[config.mk]
export PLATFORM = sky130hd
export DESIGN_NAME = blocking_cache
export DESIGN_NICKNAME = d
export VERILOG_FILES = /design/src/common/cache_pkg.sv /design/src/cache_ctrl/cache_meta.sv /design/src/cache_ctrl/cache_ctrl.sv /design/src/source/cache_dpath.sv /design/src/source/blocking_cache.sv
export SDC_FILE = /design/constraint.sdc
export NUM_CORES = 2
export LEC_CHECK = 0
export BUFFER_PORTS_ARGS = -buffer_cell sky130_fd_sc_hd__buf_2
export CAP_MARGIN = 10
export CORE_UTILIZATION = 39
export CTS_BUF_LIST = sky130_fd_sc_hd__clkbuf_4
export DETAILED_ROUTE_END_ITERATION = 12
export PLACE_DENSITY = 0.61
export SLEW_MARGIN = 20
export SYNTH_ARGS = -nofsm -noshare
export SYNTH_HDL_FRONTEND = slang
export SYNTH_SLANG_ARGS = --single-unit
[constraint.sdc]
create_clock -name clk -period 21.3 [get_ports clk]
set_input_delay 3.195 -clock clk [delete_from_list [all_inputs] [get_ports clk]]
set_output_delay 3.195 -clock clk [all_outputs]
set_load 0.02 [all_outputs]
[src/common/cache_pkg.sv]
// --------------------------------------
// Widths fixed at 32-bit words in 128-bit lines
// Index width follows num_sets in each module
// --------------------------------------

package cache_pkg;

  localparam int addr_w         = 32;
  localparam int word_w         = 32;
  localparam int line_w         = 128;
  localparam int words_per_line = line_w / word_w;

  // Address field positions
  localparam int offset_lsb = 2;
  localparam int offset_w   = $clog2(words_per_line);
  localparam int index_lsb  = offset_lsb + offset_w;

  typedef logic [addr_w-1:0] addr_t;
  typedef logic [word_w-1:0] word_t;
  typedef logic [line_w-1:0] line_t;

  // Memory requests use only op_read and op_write
  typedef enum logic [1:0] {
    op_read  = 2'd0,
    op_write = 2'd1,
    op_init  = 2'd2
  } mem_op_e;

  // Word offset within the line
  function automatic logic [offset_w-1:0] word_offset(addr_t addr);
    return addr[offset_lsb +: offset_w];
  endfunction

  // Line-aligned address
  function automatic addr_t line_addr(addr_t addr);
    return {addr[addr_w-1:index_lsb], {index_lsb{1'b0}}};
  endfunction

endpackage

[src/cache_ctrl/cache_meta.sv]
// --------------------------------------
// Valid, dirty and LRU state per set
// Reads are combinational, writes land on the next edge
// --------------------------------------

module cache_meta #(
  parameter int num_sets = 8,
  localparam int idx_w = $clog2(num_sets)
) (
  input  logic             clk,
  input  logic             reset,
  input  logic [idx_w-1:0] idx,
  input  logic             way_sel,
  input  logic             valid_wen,
  input  logic             dirty_wen,
  input  logic             dirty_in,
  input  logic             lru_wen,
  output logic [1:0]       is_valid,
  output logic [1:0]       is_dirty,
  output logic             lru_way
);

  logic [1:0][num_sets-1:0] valid_q;
  logic [1:0][num_sets-1:0] dirty_q;
  logic [num_sets-1:0]      lru_q;

  always_ff @(posedge clk) begin
    if (reset) begin
      valid_q <= '0;
      dirty_q <= '0;
      lru_q   <= '0;
    end else begin
      // A valid write only ever installs a line
      if (valid_wen) begin
        valid_q[way_sel][idx] <= 1'b1;
      end
      if (dirty_wen) begin
        dirty_q[way_sel][idx] <= dirty_in;
      end
      // Least recently used is the way not touched
      if (lru_wen) begin
        lru_q[idx] <= ~way_sel;
      end
    end
  end

  assign is_valid = {valid_q[1][idx], valid_q[0][idx]};
  assign is_dirty = {dirty_q[1][idx], dirty_q[0][idx]};
  assign lru_way  = lru_q[idx];

endmodule

[src/cache_ctrl/cache_ctrl.sv]
// --------------------------------------
// One transaction at a time, cachereq_rdy only in idle
// Way is fixed in tag_check for the rest of the request
// --------------------------------------

module cache_ctrl
  import cache_pkg::*;
#(
  parameter int num_sets = 8,
  localparam int idx_w = $clog2(num_sets)
) (
  input  logic             clk,
  input  logic             reset,
  input  logic             cachereq_val,
  output logic             cachereq_rdy,
  output logic             cacheresp_val,
  input  logic             cacheresp_rdy,
  output logic             memreq_val,
  input  logic             memreq_rdy,
  output mem_op_e          memreq_type,
  input  logic             memresp_val,
  output logic             memresp_rdy,
  input  mem_op_e          req_type,
  input  logic [idx_w-1:0] req_idx,
  input  logic [1:0]       tag_match,
  output logic             req_en,
  output logic             refill_en,
  output logic             tag_wen,
  output logic             data_wen,
  output logic             read_en,
  output logic             victim_en,
  output logic             is_refill,
  output logic             way_sel
);

  typedef enum logic [3:0] {
    idle, tag_check, read_access, write_access, init_access,
    refill_request, refill_wait, refill_update,
    evict_prepare, evict_request, evict_wait, resp_wait
  } state_e;

  state_e state_q;
  state_e state_next;

  logic [1:0] is_valid;
  logic [1:0] is_dirty;
  logic       lru_way;
  logic       valid_wen;
  logic       dirty_wen;
  logic       dirty_in;
  logic       lru_wen;
  logic [1:0] hit;
  logic       any_hit;
  logic       victim_dirty;
  logic       way_next;

  cache_meta #(.num_sets(num_sets)) u_meta (
    .clk       (clk),
    .reset     (reset),
    .idx       (req_idx),
    .way_sel   (way_sel),
    .valid_wen (valid_wen),
    .dirty_wen (dirty_wen),
    .dirty_in  (dirty_in),
    .lru_wen   (lru_wen),
    .is_valid  (is_valid),
    .is_dirty  (is_dirty),
    .lru_way   (lru_way)
  );

  // --------------------------------------
  // Hit and victim decision
  // --------------------------------------

  assign hit          = is_valid & tag_match;
  assign any_hit      = |hit;
  assign victim_dirty = is_dirty[lru_way];
  // Miss falls back to the LRU way
  assign way_next     = any_hit ? hit[1] : lru_way;

  always_ff @(posedge clk) begin
    if (reset) begin
      state_q <= idle;
      way_sel <= 1'b0;
    end else begin
      state_q <= state_next;
      if (state_q == tag_check) begin
        way_sel <= way_next;
      end
    end
  end

  // --------------------------------------
  // Next state
  // --------------------------------------

  always_comb begin
    state_next = state_q;
    case (state_q)
      idle: if (cachereq_val && cachereq_rdy) state_next = tag_check;
      tag_check: begin
        if (req_type == op_init && (any_hit || !victim_dirty)) state_next = init_access;
        else if (any_hit && req_type == op_read) state_next = read_access;
        else if (any_hit) state_next = write_access;
        else if (!victim_dirty) state_next = refill_request;
        else state_next = evict_prepare;
      end
      read_access, write_access, init_access: state_next = resp_wait;
      refill_request: if (memreq_rdy) state_next = refill_wait;
      refill_wait: if (memresp_val) state_next = refill_update;
      refill_update: begin
        state_next = (req_type == op_read) ? read_access : write_access;
      end
      evict_prepare: state_next = evict_request;
      evict_request: if (memreq_rdy) state_next = evict_wait;
      // Init skips the refill once the dirty victim is out
      evict_wait: begin
        if (memresp_val) begin
          state_next = (req_type == op_init) ? init_access : refill_request;
        end
      end
      resp_wait: if (cacheresp_rdy) state_next = idle;
      default: state_next = idle;
    endcase
  end

  // --------------------------------------
  // State outputs
  // --------------------------------------

  always_comb begin
    cachereq_rdy  = 1'b0;
    cacheresp_val = 1'b0;
    memreq_val    = 1'b0;
    memreq_type   = op_read;
    memresp_rdy   = 1'b0;
    req_en        = 1'b0;
    refill_en     = 1'b0;
    tag_wen       = 1'b0;
    data_wen      = 1'b0;
    read_en       = 1'b0;
    victim_en     = 1'b0;
    is_refill     = 1'b0;
    valid_wen     = 1'b0;
    dirty_wen     = 1'b0;
    dirty_in      = 1'b0;
    lru_wen       = 1'b0;
    case (state_q)
      idle: begin
        cachereq_rdy = 1'b1;
        req_en       = cachereq_val;
      end
      read_access: begin
        read_en = 1'b1;
        lru_wen = 1'b1;
      end
      write_access: begin
        tag_wen   = 1'b1;
        data_wen  = 1'b1;
        valid_wen = 1'b1;
        dirty_wen = 1'b1;
        dirty_in  = 1'b1;
        lru_wen   = 1'b1;
      end
      // Installed clean, memory never read
      init_access: begin
        tag_wen   = 1'b1;
        data_wen  = 1'b1;
        valid_wen = 1'b1;
        dirty_wen = 1'b1;
        lru_wen   = 1'b1;
      end
      refill_request: begin
        memreq_val = 1'b1;
        is_refill  = 1'b1;
      end
      refill_wait: begin
        memresp_rdy = 1'b1;
        refill_en   = memresp_val;
        is_refill   = 1'b1;
      end
      refill_update: begin
        is_refill = 1'b1;
        tag_wen   = 1'b1;
        data_wen  = 1'b1;
        valid_wen = 1'b1;
        dirty_wen = 1'b1;
      end
      evict_prepare: victim_en = 1'b1;
      evict_request: begin
        memreq_val  = 1'b1;
        memreq_type = op_write;
      end
      evict_wait: memresp_rdy = 1'b1;
      resp_wait: cacheresp_val = 1'b1;
      default: ;
    endcase
  end

endmodule

[src/source/cache_dpath.sv]
// --------------------------------------
// Tag and data arrays hold no reset value
// An init defines only the written word of its line
// --------------------------------------

module cache_dpath
  import cache_pkg::*;
#(
  parameter int num_sets = 8,
  localparam int idx_w = $clog2(num_sets)
) (
  input  logic             clk,
  input  logic             reset,
  input  mem_op_e          cachereq_type,
  input  addr_t            cachereq_addr,
  input  word_t            cachereq_data,
  output mem_op_e          cacheresp_type,
  output word_t            cacheresp_data,
  output addr_t            memreq_addr,
  output line_t            memreq_data,
  input  line_t            memresp_data,
  input  logic             req_en,
  input  logic             refill_en,
  input  logic             tag_wen,
  input  logic             data_wen,
  input  logic             read_en,
  input  logic             victim_en,
  input  logic             is_refill,
  input  logic             way_sel,
  output mem_op_e          req_type,
  output logic [idx_w-1:0] req_idx,
  output logic [1:0]       tag_match
);

  localparam int tag_w = addr_w - index_lsb - idx_w;

  addr_t                     req_addr_q;
  word_t                     req_data_q;
  line_t                     refill_q;
  line_t                     read_line_q;
  logic [tag_w-1:0]          victim_tag_q;
  logic [tag_w-1:0]          req_tag;
  logic [offset_w-1:0]       req_off;
  logic [words_per_line-1:0] word_wen;
  line_t                     cur_line;
  line_t                     write_line;

  logic [tag_w-1:0] tag_array  [2][num_sets];
  line_t            data_array [2][num_sets];

  // --------------------------------------
  // Request and refill registers
  // --------------------------------------

  always_ff @(posedge clk) begin
    if (reset) begin
      req_type <= op_read;
    end else if (req_en) begin
      req_type <= cachereq_type;
    end
  end

  always_ff @(posedge clk) begin
    if (req_en) begin
      req_addr_q <= cachereq_addr;
      req_data_q <= cachereq_data;
    end
    if (refill_en) begin
      refill_q <= memresp_data;
    end
  end

  assign req_tag = req_addr_q[addr_w-1 -: tag_w];
  assign req_idx = req_addr_q[index_lsb +: idx_w];
  assign req_off = word_offset(req_addr_q);

  always_comb begin
    for (int w = 0; w < 2; w++) begin
      tag_match[w] = (tag_array[w][req_idx] == req_tag);
    end
  end

  // --------------------------------------
  // Array writes
  // --------------------------------------

  assign cur_line = data_array[way_sel][req_idx];

  // Refill takes the whole line, write and init one word
  always_comb begin
    word_wen          = '0;
    word_wen[req_off] = 1'b1;
    if (is_refill) begin
      word_wen = '1;
    end
    write_line = cur_line;
    for (int i = 0; i < words_per_line; i++) begin
      if (word_wen[i]) begin
        write_line[i*word_w +: word_w] = is_refill ? refill_q[i*word_w +: word_w] : req_data_q;
      end
    end
  end

  always_ff @(posedge clk) begin
    if (tag_wen) begin
      tag_array[way_sel][req_idx] <= req_tag;
    end
    if (data_wen) begin
      data_array[way_sel][req_idx] <= write_line;
    end
  end

  // Read line doubles as the victim line on eviction
  always_ff @(posedge clk) begin
    if (read_en || victim_en) begin
      read_line_q <= cur_line;
    end
    if (victim_en) begin
      victim_tag_q <= tag_array[way_sel][req_idx];
    end
  end

  // --------------------------------------
  // Response and memory request
  // --------------------------------------

  assign cacheresp_type = req_type;
  assign cacheresp_data = read_line_q[req_off*word_w +: word_w];

  assign memreq_addr = is_refill ? line_addr(req_addr_q)
                                 : {victim_tag_q, req_idx, {index_lsb{1'b0}}};
  assign memreq_data = read_line_q;

endmodule

[src/source/blocking_cache.sv]
// --------------------------------------
// Two-way write-back cache, blocking
// num_sets must be a power of two
// --------------------------------------

module blocking_cache
  import cache_pkg::*;
#(
  parameter int num_sets = 8
) (
  input  logic    clk,
  input  logic    reset,
  input  logic    cachereq_val,
  output logic    cachereq_rdy,
  input  mem_op_e cachereq_type,
  input  addr_t   cachereq_addr,
  input  word_t   cachereq_data,
  output logic    cacheresp_val,
  input  logic    cacheresp_rdy,
  output mem_op_e cacheresp_type,
  output word_t   cacheresp_data,
  output logic    memreq_val,
  input  logic    memreq_rdy,
  output mem_op_e memreq_type,
  output addr_t   memreq_addr,
  output line_t   memreq_data,
  input  logic    memresp_val,
  output logic    memresp_rdy,
  input  line_t   memresp_data
);

  localparam int idx_w = $clog2(num_sets);

  // Control to datapath
  logic req_en;
  logic refill_en;
  logic tag_wen;
  logic data_wen;
  logic read_en;
  logic victim_en;
  logic is_refill;
  logic way_sel;

  // Status back to control
  mem_op_e          req_type;
  logic [idx_w-1:0] req_idx;
  logic [1:0]       tag_match;

  cache_ctrl #(.num_sets(num_sets)) u_ctrl (
    .clk           (clk),
    .reset         (reset),
    .cachereq_val  (cachereq_val),
    .cachereq_rdy  (cachereq_rdy),
    .cacheresp_val (cacheresp_val),
    .cacheresp_rdy (cacheresp_rdy),
    .memreq_val    (memreq_val),
    .memreq_rdy    (memreq_rdy),
    .memreq_type   (memreq_type),
    .memresp_val   (memresp_val),
    .memresp_rdy   (memresp_rdy),
    .req_type      (req_type),
    .req_idx       (req_idx),
    .tag_match     (tag_match),
    .req_en        (req_en),
    .refill_en     (refill_en),
    .tag_wen       (tag_wen),
    .data_wen      (data_wen),
    .read_en       (read_en),
    .victim_en     (victim_en),
    .is_refill     (is_refill),
    .way_sel       (way_sel)
  );

  cache_dpath #(.num_sets(num_sets)) u_dpath (
    .clk            (clk),
    .reset          (reset),
    .cachereq_type  (cachereq_type),
    .cachereq_addr  (cachereq_addr),
    .cachereq_data  (cachereq_data),
    .cacheresp_type (cacheresp_type),
    .cacheresp_data (cacheresp_data),
    .memreq_addr    (memreq_addr),
    .memreq_data    (memreq_data),
    .memresp_data   (memresp_data),
    .req_en         (req_en),
    .refill_en      (refill_en),
    .tag_wen        (tag_wen),
    .data_wen       (data_wen),
    .read_en        (read_en),
    .victim_en      (victim_en),
    .is_refill      (is_refill),
    .way_sel        (way_sel),
    .req_type       (req_type),
    .req_idx        (req_idx),
    .tag_match      (tag_match)
  );

endmodule

* Word level (Yosys, flattened, before mapping)
Memories as Yosys holds them, arrays and structs flattened. A register that Yosys moved wholly into a read port is not among the register bits.
Index checks and enable logic that the tools add are counted.
** Cells by class
- Order comparisons :: 9
- Equality and inequality tests :: 20
- Shift operators :: 1
- Multiplexer cells :: 80
- Bitwise gates (word level) :: 4
- Reductions and logical operators :: 19
** Operators with widths (number)
- 2-to-1 mux 1024 bit :: 1
- binary-select mux 128 bit (select 3 bit) :: 1
- demux 128 bit (select 3 bit) :: 1
- 2-to-1 mux 128 bit :: 3
- 2-to-1 mux 32 bit :: 9
- binary-select mux 25 bit (select 3 bit) :: 3
- 2-to-1 mux 200 bit :: 1
- 2-to-1 mux 25 bit :: 7
- indexed part select 128 x 8 -> 32 bit :: 1
- demux 25 bit (select 3 bit) :: 1
- equality test 25 bit :: 2
- 2-to-1 mux 4 bit :: 11
- case mux 4 bit (10 select lines) :: 1
- 2-to-1 mux 1 bit :: 30
- bitwise mux 16 bit :: 1
- equality test 4 x 3 -> 1 bit, second input constant :: 4
- equality test 4 bit, second input constant :: 4
- bitwise OR 16 bit :: 1
- binary-select mux 1 bit (select 3 bit) :: 5
- != test 2 bit, second input constant :: 5
- OR reduction 3 bit :: 3
- bitwise mux 8 bit :: 1
- demux 8 bit (select 1 bit) :: 1
- equality test 4 x 2 -> 1 bit, second input constant :: 2
- other kinds (24) :: 34
** Word-level totals
- Bits in registers :: 392
- RAM bits :: 2448
- Bits of input ports :: 200
- Output and inout port bits :: 200
- Logic and storage cells :: 148
- Memories :: 2
** Memories
- u_dpath.data_array :: words 2, width 1024, read ports 1, clocked after Yosys merged registers in 1, write ports 1, RTL line cache_dpath.sv:49 : line_t data_array [2][num_sets];
- u_dpath.tag_array :: words 2, width 200, read ports 3, clocked after Yosys merged registers in 1, write ports 1, RTL line cache_dpath.sv:48 : logic [tag_w-1:0] tag_array [2][num_sets];

* Logic depth before layout (Yosys ltp)
- Depth after elaboration :: 11
- Gate-level depth with buffers :: 14
- Gate-level depth less buffers :: 9

* Modules after synthesis
From an unflattened synthesis, not the netlist that was laid out.
** Second synthesis, totals
- Cells, all modules :: 5536
- Area total of the unflattened synthesis :: 112580.5 µm²
** By module, submodules not included
- cache_dpath :: instances 1, cells each 5228, area an instance 109980.5 µm², seq. area each 83850.4 µm²
- cache_meta :: instances 1, cells each 220, area an instance 1933.1 µm², seq. area each 800.8 µm²
- cache_ctrl :: instances 1, cells each 88, area an instance 666.9 µm², seq. area each 100.1 µm²

* Worst setup path before layout
OpenSTA, ideal clock, no wires.
- Path type :: flip-flop to flip-flop
- Start :: reg u_ctrl.state_q[2]
- End :: reg u_dpath.read_line_q[0] (netlist: u_dpath.memreq_data[0]), enable pin
- Library setup time :: 0.772 ns
- Arrival :: 9.404 ns
- Data required time :: 20.528 ns
- Slack :: 11.124 ns
- Cell stages (with the launch flop) :: 4
- Buffers on the path :: 2
- Period minus slack after synthesis :: 10.176 ns
- Cell sequence :: dfxtp_1 > clkbuf_1 > clkbuf_1 > nor3_1
** On the way
- Word-level cells in the longest chain between the ends :: 3
- Elaborated cells on any way between the ends :: 5
** RTL lines
- start: declaration :: RTL line cache_ctrl.sv:42 : state_e state_q;
- start signal: assignment :: RTL line cache_ctrl.sv:83 : state_q <= idle;
- start signal: assignment :: RTL line cache_ctrl.sv:86 : state_q <= state_next;
- equality test 4 x 2 -> 1 bit / equality test 4 bit (equally long branches) :: RTL line cache_ctrl.sv:148 : case (state_q)
- 2-to-1 mux 1 bit :: RTL line cache_ctrl.sv:148
- logical OR 1 bit * :: RTL line cache_dpath.sv:115 : if (read_en || victim_en) begin
- end signal: assignment :: RTL line cache_dpath.sv:116 : read_line_q <= cur_line;
- end: declaration :: RTL line cache_dpath.sv:40 : line_t read_line_q;
Every way passes the cells marked *; elsewhere a longest branch is shown, timed or not.
A chain may end at the register's enable or synchronous reset.

* Worst setup path in the final report
- Start :: reg u_dpath.req_addr_q[2]
- End :: out cacheresp_data[13]
** On the way
- Word-level cells in the longest chain between the ends :: 1
** RTL lines
- start: declaration :: RTL line cache_dpath.sv:37 : addr_t req_addr_q;
- start signal: assignment :: RTL line cache_dpath.sv:65 : req_addr_q <= cachereq_addr;
- indexed part select 128 x 8 -> 32 bit :: RTL line cache_dpath.sv:128 : assign cacheresp_data = read_line_q[req_off*word_w +: word_w];
- end: declaration :: RTL line blocking_cache.sv:21 : output word_t cacheresp_data,
No other way between the ends.

==> metrics <==
status=finished clean; CP required=18.11 ns; synthesized netlist cell count=6001; CTS root buf=clkbuf_4; Clk pwr share=0.280; Met3 Wirelength=approximately 27000 um; Core Box Area=285000 sq um; Rel. slew slack=0.191; dominant synthesized flop cell=edfxtp_1; Hold Buf Count CTS=0; synth cell count leaders=2791 x edfxtp_1, 765 x mux2i_1, 370 x mux4_2; TritonRoute pass-1 iters=6; initial DRC count=just over 7000; gp weighted congestion=0.791; H-Tree Depth=6; clock latency on the worst-skew pair=1.62 ns; Final Hold Vio Count=0; Async SR Flop Fraction=0; synthesized area per cell=18.6 sq um; switching part of the total=0.326; ranking of synthesized cells by area=edfxtp_1 75%, mux4_2 7.5%, mux2i_1 6.9%, o22ai_1 1.8%, mux2_2 1.0%; post-CTS setup buffers=0; final period utilization=0.337; max_cap viols=0; crit-path leading delay family=buffers and inverters; port bufs=392; DR WL/cell=29.9 um; CP dominant cell by count=buf_4; Congestion Overflow GR=0; met2 wire length=161000 um; Post-Route Setup TNS=0 ns; Crit path buffers/inverters=3; count leader, synth=edfxtp_1; starting density of the core=0.392; fin crit period=7.17 ns; CTS Buf Count=~720; Ports=400; CP max-delay cell=mux4_2; # resized after CTS=0; Clock Skews=approximately 0.14 ns; hold_ws=roughly 0.47 ns; maximum resistive drop on vdd=approximately 100 uV; Gate power share=0.248; via density per instance=5.69; RSZ-0062 raised after global routing=false; Yosys warnings=0; DR vias=63687; Clock Pin Slew Worst Setup and Hold Paths=0.06 ns; die area=about 290000 sq um; area fraction of the dominant cell type after synthesis=0.750; EDFF count, synth=2791; Int Power=roughly 0.011 W; CP startpoint kind=flip-flop; register share of total power=0.472; first-pass GRT wire length=462000 um; die span in x=537 um; Worst Hold Class=flip-flop to flip-flop; synth unique cells=58; Non-Filler Instances=11183; #FFs+latches synth=2839; CTS tree=done; GR Util All Layers=0.226; fraction of layout cells with a size suffix above 1=0.294; mapped cell area=~110000 sq um; Routed Antenna Nets=0; CP max stage delay=0.68 ns; Syn-to-layout area delta=14.1%; initial antenna violation count=41; worst-path cell chain=buf_4 -> buf_4 -> mux4_2 -> buf_2; crit path DAT=a little under 4 ns; final setup violation count=0; worst-margin pin slew=1.21 ns; final core occ=0.447; Slew Limit Fails=0; final net count=roughly 7000; M1 WL=131000 um; Leak Pwr=41.6 nW; vias in the first global route=63889; DP Wirelength=182000 um; DR DRC count=0; Net Sw Power=0.00534 W; Rows=196; CP max FO=26; drt total wl=roughly 330000 um; Yosys top cell by area=edfxtp_1; Setup crit end kind=output pin; kind of critical path=flip-flop to output pin; Cell Pwr Density=128 nW/um^2; Top Layer Used=met5; dpl cells=9927; Longest Clk Path Bufs=4; largest net degree at the start of global routing=128; die height=between 500 and 600 um; CTS Sinks=~2800; FMAX=roughly 0.14 GHz; sequential area share after synthesis=0.758
## worst paths after layout
kind,cells past startpoint,to,slack (ns),start
hold / removal,2,u_ctrl.u_meta.valid_q[1],0.47,u_ctrl.u_meta.valid_q[1]
setup / recovery,4,cacheresp_data[13],14.13,u_dpath.req_addr_q[2]
setup reg to reg,11,u_dpath.data_array[0][681],14.50,flip-flop
hold reg to reg,2,u_ctrl.u_meta.valid_q[1],0.47,u_ctrl.u_meta.valid_q[1]
## kinds of logic (layout without fill, tap and decap cells)
| kind of cell | count (synthesis) | after routing | share of synthesized area |
|---|---|---|---|
| flops | 2839 | 2839 | 0.758 |
| mux | 1239 | 1239 | 0.154 |
| simple gates | 755 | 755 | 0.0298 |
| compound gates | 748 | 748 | 0.0403 |
| buf+inv | 373 | 1771 | 0.0144 |
| xor+xnor | 46 | 46 | 0.00360 |
| other cells | 1 | 23 | 0.0000335 |
## worst reg2reg max path, cell delays in order, from the launching register on
cell and delay (ns):
dfxtp_4 0.76, buf_4 0.83, buf_12 0.66, buf_4 0.91, buf_4 0.96, buf_4 0.67, mux2i_1 0.20, o22ai_1 0.20
nor3_1 0.12, nand3_1 0.09, o21ai_0 0.09, a21oi_1 0.88
## routing by layer
metal,GRT usage,vias to the layer above
met2,0.371,3178
met4,0.101,16
met3,0.0431,594
met5,0,-
li1,-,26612
met1,0.292,33287
## state kept, by name, indices dropped and copies added (netlist names), named ones only
register                count
u_ctrl.u_meta.valid_q      16
u_dpath.req_addr_q         30
u_dpath.victim_tag_q       25
u_ctrl.u_meta.lru_q         8
u_dpath.req_data_q         32
u_dpath.cacheresp_type      2
u_dpath.refill_q          128
u_ctrl.u_meta.dirty_q      16
u_ctrl.state_q              4
u_dpath.tag_array         400
u_ctrl.way_sel              1
u_dpath.data_array       2048
u_dpath.memreq_data       128
## per-stage QoR
| step | power (W) | setup slack, ns | cell area [sq um] |
|---|---|---|---|
| 6_report | 0.0164 | 14.13 | 128000 |
| 3_5_place_dp | 0.0119 | 14.61 | 118000 |
| 2_1_floorplan | 0.0103 | 11.12 | 112000 |
| 4_1_cts | 0.0165 | 13.98 | 127000 |
| 5_1_grt | 0.0170 | 14.02 | 127000 |
| 3_3_place_gp | 0.0118 | 14.82 | 118000 |
## cell type report
class                           instances  area (sq um)
Antenna cell                           18          45.0
Clock buffer                         1039          7800
Clock inverter                        197          1270
Fill cell                           24734        158000
Inverter                               10          42.5
Multi-Input combinational cell       2793         25700
Sequential cell                      2839         84800
Tap cell                             3762          4710
Timing Repair Buffer                  525          3150
## power groups by stage
stage | registers, W | logic (W) | clock network (W)
floorplan | 0.00773 | 0.00259 | 0
detailed placement | 0.00785 | 0.00402 | 0
global placement | 0.00784 | 0.00392 | 0
CTS | 0.00773 | 0.00404 | 0.00468
global route | 0.00775 | 0.00431 | 0.00495
finish | 0.00773 | 0.00407 | 0.00458
## cell usage in the layout (no fill, tap or decap), drive strengths merged, types with 4 or more instances in the layout
cell / n
conb: 5
clkbuf: 1041
bufinv: 5
clkinvlp: 5
a22oi: 8
dfxtp: 48
mux4: 370
nor4: 15
nand2: 207
mux2: 104
or3: 14
nand3: 86
xor2: 14
a221o: 27
o22ai: 327
clkinv: 157
a211oi: 35
nor2: 288
nand4: 13
nor3: 77
or2: 4
nor2b: 21
nand2b: 14
o21ai: 140
buf: 523
xnor2: 32
diode: 18
mux2i: 765
edfxtp: 2791
o211ai: 6
a21oi: 180
inv: 40
No activity file was read; power rests on OpenSTA's default activity.
